`src/rtl/atomics_pkg.sv`:
```
// ##########################################################
// Shared definitions of the atomics adapter
//   Bus widths, requester ID count and cut count
//   Opcode enum of the core-side bus
//   Request and response structs of the core and memory buses
// ##########################################################
package atomics_pkg;

    localparam int unsigned ADDR_W   = 16;
    localparam int unsigned DATA_W   = 32;
    localparam int unsigned ID_W     = 2;
    localparam int unsigned NUM_IDS  = 4;
    localparam int unsigned N_CUTS   = 2;
    localparam int unsigned WORD_LSB = 2;

    // Room for every request and response that the cuts and the table can hold at once
    localparam int unsigned PEND_W   = $clog2(2 * N_CUTS + 2) + 1;

    typedef enum logic [3:0] {
        op_load,
        op_store,
        op_lr,
        op_sc,
        op_amo_swap,
        op_amo_add,
        op_amo_and,
        op_amo_or,
        op_amo_xor,
        op_amo_max,
        op_amo_min,
        op_amo_maxu,
        op_amo_minu
    } bus_op_e;

    typedef struct packed {
        logic [ADDR_W-1:0] addr;
        logic [ID_W-1:0]   id;
        bus_op_e           op;
        logic [DATA_W-1:0] wdata;
    } bus_req_t;

    typedef struct packed {
        logic [DATA_W-1:0] rdata;
        logic [ID_W-1:0]   id;
    } bus_rsp_t;

    typedef struct packed {
        logic [ADDR_W-1:0] addr;
        logic              we;
        logic [DATA_W-1:0] wdata;
    } mem_req_t;

    typedef struct packed {
        logic [DATA_W-1:0] rdata;
    } mem_rsp_t;

endpackage

```
`src/rtl/amo_sequencer.sv`:
```
// ##########################################################
// AMO sequencer
//   Splits each AMO into a load, an ALU step and a store
//   Forwards load, store, LR and SC requests unchanged
// ##########################################################
module amo_sequencer (
    input  logic                  clk_i,
    input  logic                  reset_i,
    input  atomics_pkg::bus_req_t req_i,
    input  logic                  req_valid_i,
    output logic                  req_ready_o,
    output atomics_pkg::bus_rsp_t rsp_o,
    output logic                  rsp_valid_o,
    input  logic                  rsp_ready_i,
    output atomics_pkg::bus_req_t fwd_req_o,
    output logic                  fwd_req_valid_o,
    input  logic                  fwd_req_ready_i,
    input  atomics_pkg::bus_rsp_t fwd_rsp_i,
    input  logic                  fwd_rsp_valid_i,
    output logic                  fwd_rsp_ready_o
);
    import atomics_pkg::*;

    typedef enum logic [2:0] {
        st_idle,
        st_read,
        st_compute,
        st_write,
        st_respond
    } state_e;

    state_e            state_q;
    logic              run_q;
    logic              issued_q;
    logic [PEND_W-1:0] pend_q;
    bus_req_t          amo_q;
    logic [DATA_W-1:0] old_q;
    logic [DATA_W-1:0] alu_res;
    logic              gt_s;
    logic              gt_u;
    logic              is_amo;
    logic              req_hs;
    logic              fwd_req_hs;
    logic              fwd_rsp_hs;

    assign is_amo     = !(req_i.op inside {op_load, op_store, op_lr, op_sc});
    assign req_hs     = req_valid_i && req_ready_o;
    assign fwd_req_hs = fwd_req_valid_o && fwd_req_ready_i;
    assign fwd_rsp_hs = fwd_rsp_valid_i && fwd_rsp_ready_o;

    always_comb begin
        fwd_req_o       = req_i;
        fwd_req_valid_o = 1'b0;
        req_ready_o     = 1'b0;
        rsp_o           = fwd_rsp_i;
        rsp_valid_o     = 1'b0;
        fwd_rsp_ready_o = 1'b0;
        case (state_q)
            st_idle: begin
                // An AMO is only taken once every forwarded request has been answered
                fwd_req_valid_o = run_q && req_valid_i && !is_amo;
                req_ready_o     = run_q && (is_amo ? (pend_q == '0) : fwd_req_ready_i);
                rsp_valid_o     = fwd_rsp_valid_i;
                fwd_rsp_ready_o = rsp_ready_i;
            end
            st_read, st_write: begin
                fwd_req_o.addr  = amo_q.addr;
                fwd_req_o.id    = amo_q.id;
                fwd_req_o.op    = (state_q == st_read) ? op_load : op_store;
                fwd_req_o.wdata = (state_q == st_read) ? '0 : amo_q.wdata;
                fwd_req_valid_o = !issued_q;
                fwd_rsp_ready_o = issued_q;
            end
            st_respond: begin
                rsp_o.rdata = old_q;
                rsp_o.id    = amo_q.id;
                rsp_valid_o = 1'b1;
            end
            default: begin
            end
        endcase
    end

    assign gt_s = $signed(old_q) > $signed(amo_q.wdata);
    assign gt_u = old_q > amo_q.wdata;

    always_comb begin
        case (amo_q.op)
            op_amo_add:  alu_res = old_q + amo_q.wdata;
            op_amo_and:  alu_res = old_q & amo_q.wdata;
            op_amo_or:   alu_res = old_q | amo_q.wdata;
            op_amo_xor:  alu_res = old_q ^ amo_q.wdata;
            op_amo_max:  alu_res = gt_s ? old_q : amo_q.wdata;
            op_amo_min:  alu_res = gt_s ? amo_q.wdata : old_q;
            op_amo_maxu: alu_res = gt_u ? old_q : amo_q.wdata;
            op_amo_minu: alu_res = gt_u ? amo_q.wdata : old_q;
            default:     alu_res = amo_q.wdata;
        endcase
    end

    always_ff @(posedge clk_i) begin
        if (reset_i) begin
            state_q  <= st_idle;
            run_q    <= 1'b0;
            issued_q <= 1'b0;
            pend_q   <= '0;
        end else begin
            run_q <= 1'b1;
            case (state_q)
                st_idle: begin
                    pend_q <= pend_q + PEND_W'(fwd_req_hs) - PEND_W'(fwd_rsp_hs);
                    if (req_hs && is_amo) begin
                        state_q <= st_read;
                    end
                end
                st_read, st_write: begin
                    if (fwd_req_hs) begin
                        issued_q <= 1'b1;
                    end
                    if (fwd_rsp_hs) begin
                        issued_q <= 1'b0;
                        state_q  <= (state_q == st_read) ? st_compute : st_respond;
                    end
                end
                st_compute: begin
                    state_q <= st_write;
                end
                default: begin
                    if (rsp_ready_i) begin
                        state_q <= st_idle;
                    end
                end
            endcase
        end
    end

    // The operand register is reused for the value that the store writes back
    always_ff @(posedge clk_i) begin
        if (state_q == st_idle && req_hs && is_amo) begin
            amo_q <= req_i;
        end
        if (state_q == st_read && fwd_rsp_hs) begin
            old_q <= fwd_rsp_i.rdata;
        end
        if (state_q == st_compute) begin
            amo_q.wdata <= alu_res;
        end
    end

    assert property (@(posedge clk_i) disable iff (reset_i)
        (state_q == st_read && fwd_req_valid_o) |-> (pend_q == '0));

endmodule

```
`src/rtl/bus_cut.sv`:
```
// ##########################################################
// Register cut on the core-side bus
//   One-entry request stage and one-entry response stage
// ##########################################################
module bus_cut (
    input  logic                  clk_i,
    input  logic                  reset_i,
    input  atomics_pkg::bus_req_t in_req_i,
    input  logic                  in_req_valid_i,
    output logic                  in_req_ready_o,
    output atomics_pkg::bus_req_t out_req_o,
    output logic                  out_req_valid_o,
    input  logic                  out_req_ready_i,
    input  atomics_pkg::bus_rsp_t out_rsp_i,
    input  logic                  out_rsp_valid_i,
    output logic                  out_rsp_ready_o,
    output atomics_pkg::bus_rsp_t in_rsp_o,
    output logic                  in_rsp_valid_o,
    input  logic                  in_rsp_ready_i
);

    // A stage takes a new item while it is empty or being drained
    assign in_req_ready_o  = !out_req_valid_o || out_req_ready_i;
    assign out_rsp_ready_o = !in_rsp_valid_o || in_rsp_ready_i;

    always_ff @(posedge clk_i) begin
        if (reset_i) begin
            out_req_valid_o <= 1'b0;
            in_rsp_valid_o  <= 1'b0;
        end else begin
            if (in_req_ready_o) begin
                out_req_valid_o <= in_req_valid_i;
            end
            if (out_rsp_ready_o) begin
                in_rsp_valid_o <= out_rsp_valid_i;
            end
        end
    end

    always_ff @(posedge clk_i) begin
        if (in_req_valid_i && in_req_ready_o) begin
            out_req_o <= in_req_i;
        end
        if (out_rsp_valid_i && out_rsp_ready_o) begin
            in_rsp_o <= out_rsp_i;
        end
    end

    assert property (@(posedge clk_i) disable iff (reset_i)
        (out_req_valid_o && !out_req_ready_i) |=> $stable(out_req_o));

endmodule

```
`src/rtl/reservation_table.sv`:
```
// ##########################################################
// LR/SC reservation table
//   One reservation per requester ID on a word address
//   Decides SC success and issues one memory access at a time
// ##########################################################
module reservation_table (
    input  logic                  clk_i,
    input  logic                  reset_i,
    input  atomics_pkg::bus_req_t req_i,
    input  logic                  req_valid_i,
    output logic                  req_ready_o,
    output atomics_pkg::bus_rsp_t rsp_o,
    output logic                  rsp_valid_o,
    input  logic                  rsp_ready_i,
    output atomics_pkg::mem_req_t mem_req_o,
    output logic                  mem_req_valid_o,
    input  logic                  mem_req_ready_i,
    input  atomics_pkg::mem_rsp_t mem_rsp_i,
    input  logic                  mem_rsp_valid_i,
    output logic                  mem_rsp_ready_o
);
    import atomics_pkg::*;

    typedef enum logic [1:0] {
        st_idle,
        st_wait_mem,
        st_respond
    } state_e;

    state_e                     state_q;
    logic [ID_W-1:0]            id_q;
    logic                       we_q;
    logic [NUM_IDS-1:0]         res_valid_q;
    logic [ADDR_W-WORD_LSB-1:0] res_addr_q [NUM_IDS];
    logic [ADDR_W-WORD_LSB-1:0] req_word;
    logic                       own_hit;
    logic                       sc_fail;
    logic                       is_write;
    logic                       accept;

    assign req_word = req_i.addr[ADDR_W-1:WORD_LSB];
    assign own_hit  = res_valid_q[req_i.id] && (res_addr_q[req_i.id] == req_word);
    assign sc_fail  = (req_i.op == op_sc) && !own_hit;
    assign is_write = (req_i.op == op_store) || (req_i.op == op_sc);

    assign mem_req_o.addr  = req_i.addr;
    assign mem_req_o.we    = is_write;
    assign mem_req_o.wdata = req_i.wdata;
    assign mem_req_valid_o = (state_q == st_idle) && req_valid_i && !sc_fail;
    assign req_ready_o     = (state_q == st_idle) && (sc_fail || mem_req_ready_i);
    assign accept          = req_valid_i && req_ready_o;

    // Memory data goes straight back, so a stalled response also holds off the memory
    assign mem_rsp_ready_o = (state_q == st_wait_mem) && rsp_ready_i;
    assign rsp_valid_o     = (state_q == st_respond) ||
                             ((state_q == st_wait_mem) && mem_rsp_valid_i);

    always_comb begin
        rsp_o.id = id_q;
        if (state_q == st_respond) begin
            rsp_o.rdata = DATA_W'(1);
        end else if (we_q) begin
            rsp_o.rdata = '0;
        end else begin
            rsp_o.rdata = mem_rsp_i.rdata;
        end
    end

    always_ff @(posedge clk_i) begin
        if (reset_i) begin
            state_q     <= st_idle;
            res_valid_q <= '0;
        end else begin
            case (state_q)
                st_idle: begin
                    if (accept) begin
                        state_q <= sc_fail ? st_respond : st_wait_mem;
                    end
                end
                st_wait_mem: begin
                    if (mem_rsp_valid_i && mem_rsp_ready_o) begin
                        state_q <= st_idle;
                    end
                end
                default: begin
                    if (rsp_ready_i) begin
                        state_q <= st_idle;
                    end
                end
            endcase
            if (accept) begin
                // A store or a successful SC kills every reservation on its word
                for (int i = 0; i < NUM_IDS; i++) begin
                    if (is_write && !sc_fail && res_addr_q[i] == req_word) begin
                        res_valid_q[i] <= 1'b0;
                    end
                end
                if (req_i.op == op_lr) begin
                    res_valid_q[req_i.id] <= 1'b1;
                end
                if (req_i.op == op_sc) begin
                    res_valid_q[req_i.id] <= 1'b0;
                end
            end
        end
    end

    always_ff @(posedge clk_i) begin
        if (accept) begin
            id_q <= req_i.id;
            we_q <= is_write;
            if (req_i.op == op_lr) begin
                res_addr_q[req_i.id] <= req_word;
            end
        end
    end

    assert property (@(posedge clk_i) disable iff (reset_i)
        (mem_req_valid_o && mem_req_ready_i) |=> !mem_req_valid_o);

endmodule

```
`src/rtl/riscv_atomics_top.sv`:
```
// ##########################################################
// Atomics adapter top level
//   AMO sequencer, chain of register cuts, reservation table
// ##########################################################
module riscv_atomics_top (
    input  logic                  clk_i,
    input  logic                  reset_i,
    input  atomics_pkg::bus_req_t req_i,
    input  logic                  req_valid_i,
    output logic                  req_ready_o,
    output atomics_pkg::bus_rsp_t rsp_o,
    output logic                  rsp_valid_o,
    input  logic                  rsp_ready_i,
    output atomics_pkg::mem_req_t mem_req_o,
    output logic                  mem_req_valid_o,
    input  logic                  mem_req_ready_i,
    input  atomics_pkg::mem_rsp_t mem_rsp_i,
    input  logic                  mem_rsp_valid_i,
    output logic                  mem_rsp_ready_o
);
    import atomics_pkg::*;

    // Link 0 leaves the sequencer and link N_CUTS enters the reservation table
    bus_req_t req_link       [N_CUTS+1];
    logic     req_link_valid [N_CUTS+1];
    logic     req_link_ready [N_CUTS+1];
    bus_rsp_t rsp_link       [N_CUTS+1];
    logic     rsp_link_valid [N_CUTS+1];
    logic     rsp_link_ready [N_CUTS+1];

    amo_sequencer i_amo_sequencer (
        .clk_i           ( clk_i             ),
        .reset_i         ( reset_i           ),
        .req_i           ( req_i             ),
        .req_valid_i     ( req_valid_i       ),
        .req_ready_o     ( req_ready_o       ),
        .rsp_o           ( rsp_o             ),
        .rsp_valid_o     ( rsp_valid_o       ),
        .rsp_ready_i     ( rsp_ready_i       ),
        .fwd_req_o       ( req_link[0]       ),
        .fwd_req_valid_o ( req_link_valid[0] ),
        .fwd_req_ready_i ( req_link_ready[0] ),
        .fwd_rsp_i       ( rsp_link[0]       ),
        .fwd_rsp_valid_i ( rsp_link_valid[0] ),
        .fwd_rsp_ready_o ( rsp_link_ready[0] )
    );

    for (genvar g = 0; g < N_CUTS; g++) begin : g_cut
        bus_cut i_bus_cut (
            .clk_i           ( clk_i               ),
            .reset_i         ( reset_i             ),
            .in_req_i        ( req_link[g]         ),
            .in_req_valid_i  ( req_link_valid[g]   ),
            .in_req_ready_o  ( req_link_ready[g]   ),
            .out_req_o       ( req_link[g+1]       ),
            .out_req_valid_o ( req_link_valid[g+1] ),
            .out_req_ready_i ( req_link_ready[g+1] ),
            .out_rsp_i       ( rsp_link[g+1]       ),
            .out_rsp_valid_i ( rsp_link_valid[g+1] ),
            .out_rsp_ready_o ( rsp_link_ready[g+1] ),
            .in_rsp_o        ( rsp_link[g]         ),
            .in_rsp_valid_o  ( rsp_link_valid[g]   ),
            .in_rsp_ready_i  ( rsp_link_ready[g]   )
        );
    end

    reservation_table i_reservation_table (
        .clk_i           ( clk_i                  ),
        .reset_i         ( reset_i                ),
        .req_i           ( req_link[N_CUTS]       ),
        .req_valid_i     ( req_link_valid[N_CUTS] ),
        .req_ready_o     ( req_link_ready[N_CUTS] ),
        .rsp_o           ( rsp_link[N_CUTS]       ),
        .rsp_valid_o     ( rsp_link_valid[N_CUTS] ),
        .rsp_ready_i     ( rsp_link_ready[N_CUTS] ),
        .mem_req_o       ( mem_req_o              ),
        .mem_req_valid_o ( mem_req_valid_o        ),
        .mem_req_ready_i ( mem_req_ready_i        ),
        .mem_rsp_i       ( mem_rsp_i              ),
        .mem_rsp_valid_i ( mem_rsp_valid_i        ),
        .mem_rsp_ready_o ( mem_rsp_ready_o        )
    );

endmodule

```
`config.mk`:
```
export PLATFORM = sky130hd
export DESIGN_NAME = riscv_atomics_top
export DESIGN_NICKNAME = d
export VERILOG_FILES = /design/src/rtl/atomics_pkg.sv /design/src/rtl/amo_sequencer.sv /design/src/rtl/bus_cut.sv /design/src/rtl/reservation_table.sv /design/src/rtl/riscv_atomics_top.sv
export SDC_FILE = /design/constraint.sdc
export NUM_CORES = 1
export LEC_CHECK = 0
export BUFFER_PORTS_ARGS = -buffer_cell sky130_fd_sc_hd__buf_2
export CAP_MARGIN = 20
export CORE_MARGIN = 3
export CORE_UTILIZATION = 25
export CTS_BUF_LIST = sky130_fd_sc_hd__clkbuf_8
export CTS_CLUSTER_SIZE = 28
export DETAILED_ROUTE_END_ITERATION = 8
export GPL_ROUTABILITY_DRIVEN = 0
export HOLD_SLACK_MARGIN = 0.03
export SLEW_MARGIN = 30
export SYNTH_ARGS = -nofsm -noshare
export SYNTH_HDL_FRONTEND = slang
export SYNTH_HIERARCHICAL = 1
export SYNTH_SLANG_ARGS = --single-unit
```
`constraint.sdc`:
```
create_clock -name clk_i -period 5.1 [get_ports clk_i]
set_input_delay 0.51 -clock clk_i [delete_from_list [all_inputs] [get_ports clk_i]]
set_output_delay 0.51 -clock clk_i [all_outputs]
set_load 0.01 [all_outputs]
```
==> impl_metrics.tcl, run 1 <==
set metrics [dict create \
    cts-buffers-inserted 61 \
    dpl-instance-area_mm2 0.01973 \
    ctsHoldBuffers 19 \
    synth_top_family_by_area "compound AO/OA/AOI/OAI gates" \
    synthCells 1547 \
    grt_max_degree 89 \
    finalHoldViolations 0 \
    route.detailed.drc 0 \
    die_y_um 275.6 \
    clock_latency_ps 650 \
    start_util_pct 25.34 \
    crit_path_start_kind "flop" \
    tightest_slew_ps 940.6 \
    drt_first_iter_violations 1055 \
    crit_slowest_cell "edfxtp_1" \
    fin_worst_skew_ps 24.21 \
    synthAdderAreaFrac_pct 7.243 \
    h-tree-depth 2 \
    wirelength_um 50010 \
    holdWs_ps 141.4 \
    setup_viol_count_final 0 \
    avgRoutedWirePerCell_um 18.58 \
    die_x_um 275.6 \
    r2r_start "g_cut[1].i_bus_cut/out_req_o[37]" \
    yosys-top-cells-count "edfxtp_1 (321), nand2_1 (137), inv_1 (112), ha_1 (102), nor2_1 (101)" \
    grt_pass1_vias 12577 \
    clock_path_buffers 3 \
    hpwlAfterDp_um 34470 \
    layout_min_cycle_time_ps 4314 \
    dieArea_mm2 0.07597 \
    min-delay-start "mem_rsp_i[28]" \
    synthMuxAreaShare_pct 5.680 \
    fin_tns_setup_ps 0 \
    synth-warning-count 6 \
    yosys.area_share.xor_xnor_pct 4.723 \
    hold_depth 2 \
    path_cells "buf_4 > mux2i_1 > o22ai_1 > a2111oi_1 > o2bb2ai_2 > a31o_4 > a21boi_0 > nand2b_4 > nand2b_4 > a21oi_1 > nor2_1 > buf_2" \
    regArea_mm2 0.01002 \
    yosys-top-cells-area "edfxtp_1 (53%), ha_1 (7.0%), mux2_2 (3.3%)" \
    overflow 0 \
    root_buffer "clkbuf_8" \
    ys_seq_area_share_pct 55.13 \
    final_cell_area_mm2 0.02116 \
    grt_setup_unrepaired "false" \
    synth_edf_count 321 \
    cts_tree "done" \
    io-pin-count 179 \
    core_area_mm2 0.07173 \
    multi_input_area_mm2 0.007044 \
    final.fill_count 7308 \
    dp_slack_ps 753.6 \
    cts_resized 0 \
    yosysTopAreaCell "edfxtp_1" \
    ant_nets 0 \
    final_core_util_pct 29.50 \
    synth-compound-area-share_pct 11.00 \
    cap_viol_max_count 0 \
    p_leak_nw 7.935 \
    reg2reg_slack_ps 830 \
    fin_ws_ps 786.1 \
    grt_antenna_before_repair 12 \
    post_cts_buffers 0 \
    syn_area_per_cell_um2 11.75 \
    worst_hold_path.endpoint "g_cut[1].i_bus_cut/in_rsp_o[30]" \
    synth_area_mm2 0.01817 \
    critical_path_class "flop to primary output" \
    finalCritPeriodShare_pct 84.59 \
    p_per_area_mw_per_mm2 330.8 \
    drt-pass1-iter-count 7 \
    crit_family "compound AO/OA/AOI/OAI gates" \
    max_slew_margin_pct 37.29 \
    yosysUniqueCellTypes 76 \
    drv_slew 0 \
    critPathCaptureType "primary output" \
    r2r-end "i_amo_sequencer/pend_q[2]" \
    grt_first_pass_wirelength_um 74840 \
    drive_gt1_share_pct 21.61 \
    syn-num-nets 1743 \
    yosysMostFrequentCell "edfxtp_1" \
    async_flop_share_pct 0 \
    syn2layout_area_growth_pct 16.43 \
    synth-seq-cells 340 \
    synth_top_cell_area_share_pct 53.04 \
    path_clk_slew_ps 60 \
    status "finished, final reports clean" \
    grt_use_total_pct 12.82 \
    vias 12444 \
    port_buffers 178 \
    ff2ff_path_depth 18 \
    crit_arrival_ps 3800 \
    fmax_mhz 231.8 \
    synthFlopType "edfxtp_1" \
    via_per_inst 4.624 \
    fp-row-count 98 \
    final_nets 1890 \
    hold_class "primary input to flop" \
    crit_path_frequent_cell "nand2b_4" \
    synth_simple_gate_area_share_pct 9.783 \
    worst-path-buf-inv 2 \
    cp_max_fo 18 \
    cts.sinks 340 \
    crit_required_ps 4590 \
    ir_drop_mv 0.2033 \
    cpPeakStageDelay_ps 790 \
]
## sequential cells by signal, indices dropped and copies added, names as in the netlist, 2 cells and up
name	flops
g_cut.i_bus_cut/in_rsp_valid_o	2
i_reservation_table/res_valid_q	4
i_amo_sequencer/old_q	32
i_reservation_table/id_q	2
i_amo_sequencer/pend_q	4
g_cut.i_bus_cut/out_req_o	108
g_cut.i_bus_cut/in_rsp_o	68
i_amo_sequencer/amo_q	54
i_reservation_table/state_q	2
g_cut.i_bus_cut/out_req_valid_o	2
i_amo_sequencer/state_q	3
i_reservation_table/res_addr_q	56
## cells in the final DEF, fill, tap and decap left out, types with 10 or more instances in the layout
master	netlist	final
a221oi_1	15	15
dfxtp_1	19	19
a211oi_1	11	11
xor2_1	37	37
buf_4	51	19
dlygate4sd3_1	0	19
and2_1	42	38
a222oi_1	19	19
buf_2	16	178
nor2_1	101	101
mux2i_1	24	24
clkinv_2	0	10
nand2_1	137	137
clkinv_1	0	14
nand3_1	11	11
xnor2_1	61	61
ha_1	102	102
a21oi_1	79	78
nor4_1	16	16
clkbuf_8	0	62
o21bai_1	11	11
o21ai_0	74	74
edfxtp_1	321	321
inv_1	112	126
a31oi_1	21	21
mux2_2	54	54
## power breakdown
part           switching [mW]  leakage [nW]  internal, mW  total, mW
Clock                    1.18         0.678          1.44       2.62
Combinational           0.633          4.18         0.388       1.02
Sequential              0.106          3.07          3.26       3.36
Total                    1.92          7.93          5.08       7.00
## metal layers
layer,vias up,GRT usage (%),share of wire [%]
li1,5816,-,-
met1,6076,16.25,43
met2,445,21.47,48
met3,93,3.312,7.1
met4,14,3.794,2.1
met5,-,0,0.19
## layout make-up
type	instances	area share, %
Sequential cell	340	47.35
Timing Repair Buffer	219	5.984
Clock inverter	47	1.727
Inverter	112	1.987
Antenna cell	1	0.01183
Tap cell	950	5.617
Multi-Input combinational cell	960	33.29
Clock buffer	62	4.033
## worst max-delay path by stage
stage | slack (ps) | endpoint | from | cells after the start
2_1_floorplan | 510 | i_amo_sequencer/amo_q[0] | i_amo_sequencer/state_q[2] | 9
3_3_place_gp | 900 | i_amo_sequencer/pend_q[2] | g_cut[1].i_bus_cut/out_req_o[36] | 17
4_1_cts | 600 | req_ready_o | g_cut[1].i_bus_cut/out_req_o[36] | 11
5_1_grt | 510 | req_ready_o | g_cut[1].i_bus_cut/out_req_o[37] | 12
6_report | 790 | req_ready_o | g_cut[1].i_bus_cut/out_req_o[37] | 12
3_5_place_dp | 750 | i_amo_sequencer/pend_q[2] | g_cut[1].i_bus_cut/out_req_o[36] | 17
## cells by family after synthesis
kind of cell / after synthesis
buf+inv: 247
compound gates: 300
mux: 86
xor+xnor: 98
simple gates: 372
flops: 340
fa+ha+maj: 104
## per-stage QoR
| step | power [mW] | instances |
|---|---|---|
| floorplan | 4.100 | 1547 |
| global placement | 4.395 | 2561 |
| detailed placement | 4.433 | 2561 |
| CTS | 7.131 | 2689 |
| global route | 7.367 | 2690 |
| finish | 7.000 | 2691 |
Power figures use the tool's default switching activity.
==> inputs of run 2 (changes only) <==
==> constraint.sdc (replaced) <==
create_clock -name clk_i -period 4 [get_ports clk_i]
set_input_delay 0.4 -clock clk_i [delete_from_list [all_inputs] [get_ports clk_i]]
set_output_delay 0.4 -clock clk_i [all_outputs]
set_load 0.01 [all_outputs]
==> run 2 against run 1 <==
Net effect:
- critical path depth stayed put
- sequential cell count unchanged
- clock power rose by 27%
- count of clock-buffer cells in the layout rose by 5
- sequential share of layout area decreased by 1.2 points
- core utilization increased by 0.79 points
- setup slack got worse by 580 ps
- non-clock buffer count increased by 53
- combinational power is 33% higher
- first-iteration DRC count shrank 15%
- power rose by 28%
- final cell count increased by 2.5%
- critical path type unchanged
- critical endpoint unchanged
- largest cell class unchanged
==> impl_metrics.tcl, run 2 (synthesized netlist as in run 1, its figures left out) <==
set metrics [dict create \
    fp-row-count 98 \
    h-tree-depth 3 \
    dp_slack_ps 238.0 \
    wirelength_um 51040 \
    p_per_area_mw_per_mm2 412.2 \
    avgRoutedWirePerCell_um 18.51 \
    critPathCaptureType "primary output" \
    layout_common_cells "edfxtp_1 (321), buf_2 (178), nand2_1 (137)" \
    layout_min_cycle_time_ps 3792 \
    crit_arrival_ps 3390 \
    port_buffers 178 \
    fin_worst_skew_ps 47.59 \
    grt_use_total_pct 13.32 \
    cpPeakStageDelay_ps 590 \
    crit_slowest_cell "or4_1" \
    grt_max_degree 80 \
    clock_path_buffers 3 \
    fmax_mhz 263.7 \
    route.detailed.drc 0 \
    root_buffer "clkbuf_8" \
    layout_commonest_cell "edfxtp_1" \
    fin_tns_setup_ps 0 \
    ant_nets 0 \
    drt_first_iter_violations 896 \
    power_mw 8.956 \
    die_y_um 275.6 \
    finalHoldViolations 0 \
    via_per_inst 4.573 \
    ir_drop_mv 0.2210 \
    grt_first_pass_wirelength_um 76600 \
    fin_ws_ps 208.0 \
    tightest_slew_ps 916.4 \
    overflow 0 \
    drt-pass1-iter-count 9 \
    die_x_um 275.6 \
    setup_viol_count_final 0 \
    clock_latency_ps 650 \
    path_clk_slew_ps 60 \
    crit_family "simple AND/OR/NAND/NOR gates" \
    finalCritPeriodShare_pct 94.80 \
    start_util_pct 25.34 \
    cts.sinks 340 \
    p_leak_nw 8.174 \
    max_slew_margin_pct 38.68 \
    drive_gt1_share_pct 22.44 \
    cts_tree "done" \
    cts-buffers-inserted 66 \
    grt_setup_unrepaired "false" \
    grt_pass1_vias 12721 \
    top_regs "g_cut.i_bus_cut/out_req_o x108, g_cut.i_bus_cut/in_rsp_o x68, i_reservation_table/res_addr_q x56" \
    cap_viol_max_count 0 \
    path_cells "buf_12 > mux2i_1 > o22ai_1 > or4_1 > o2bb2ai_4 > a31o_4 > a21boi_1 > nand2b_4 > nand2b_4 > a21oi_1 > nor2_2 > buf_2" \
    io-pin-count 179 \
    syn2layout_area_growth_pct 19.54 \
    largest_reg_flops 108 \
    drv_slew 0 \
    dieArea_mm2 0.07597 \
    final_nets 1948 \
    critical_path_class "flop to primary output" \
    crit_path_frequent_cell "nand2b_4" \
    grt_antenna_before_repair 8 \
    status "finished, final reports clean" \
    crit_path_start_kind "flop" \
    regMostFlops "g_cut.i_bus_cut/out_req_o" \
    crit_required_ps 3600 \
    vias 12608 \
    hold_class "primary input to flop" \
    worst-path-buf-inv 2 \
    core_area_mm2 0.07173 \
    cp_max_fo 15 \
    hpwlAfterDp_um 35370 \
]
run 2: cell types whose count changed in the layout (fill, tap and decap cells not counted), moves of 3 or more:
cell and delta:
clkinv_2 +6, dlygate4sd3_1 +39, clkbuf_8 +5, bufinv_16 -4, buf_4 +13, diode_2 +6, inv_1 -3
run 2: timing repair:
| action | in CTS | in global routing |
|---|---|---|
| endpoints found under the setup margin | 0 | 3 |
| hold buffers | 58 | 0 |
| hold endpoints to repair | 70 | 0 |
| setup buffers | 0 | 1 |
| gates resized for setup | 0 | 6 |
run 2: layout make-up:
| cell class | instances | area, um^2 |
|---|---|---|
| clock inverters | 49 | 307.8 |
| inverters | 112 | 420.4 |
| fillers | 7312 | 50010 |
| repair buffers | 272 | 1788 |
| clock buffers | 67 | 922.1 |
| well taps | 950 | 1189 |
| diodes | 7 | 17.52 |
| flip-flops and latches | 340 | 10020 |
| multi-input cells | 960 | 7061 |
run 2: power breakdown:
part,total [mW],internal [mW],switching [mW]
sequential,4.27,4.15,0.116
combinational,1.36,0.528,0.829
clock,3.33,1.72,1.61
total,8.96,6.40,2.56
run 2: routing by layer:
layer | part of all wire (%) | vias up | track usage (%)
li1 | - | 5950 | -
met1 | 41 | 6100 | 16.28
met2 | 48 | 453 | 22.25
met3 | 8.5 | 103 | 4.146
met4 | 2.7 | 2 | 4.433
met5 | 0.024 | - | 0
run 2: final timing paths:
path                                         start                         endpoint  slack [ps]  cells past startpoint
setup / recovery  g_cut[1].i_bus_cut/out_req_o[37]                      req_ready_o         210                     12
hold / removal                       mem_rsp_i[23]  g_cut[1].i_bus_cut/in_rsp_o[25]          90                      2
setup reg to reg  g_cut[1].i_bus_cut/out_req_o[37]        i_amo_sequencer/pend_q[2]         250                     18
hold reg to reg    g_cut[1].i_bus_cut/in_rsp_o[17]  g_cut[0].i_bus_cut/in_rsp_o[17]         390                      0
run 2: metrics by stage:
step                      utilization, %  hold slack (ps)  cells  cell area [um^2]
after floorplan                        -            400.3   1547             18180
after detailed placement           27.65            404.5   2574             19830
after CTS                          30.17            30.21   2748             21640
after global placement             27.65            401.1   2574             19830
after global routing               30.27            51.10   2751             21710
final                              30.29            87.78   2757             21720
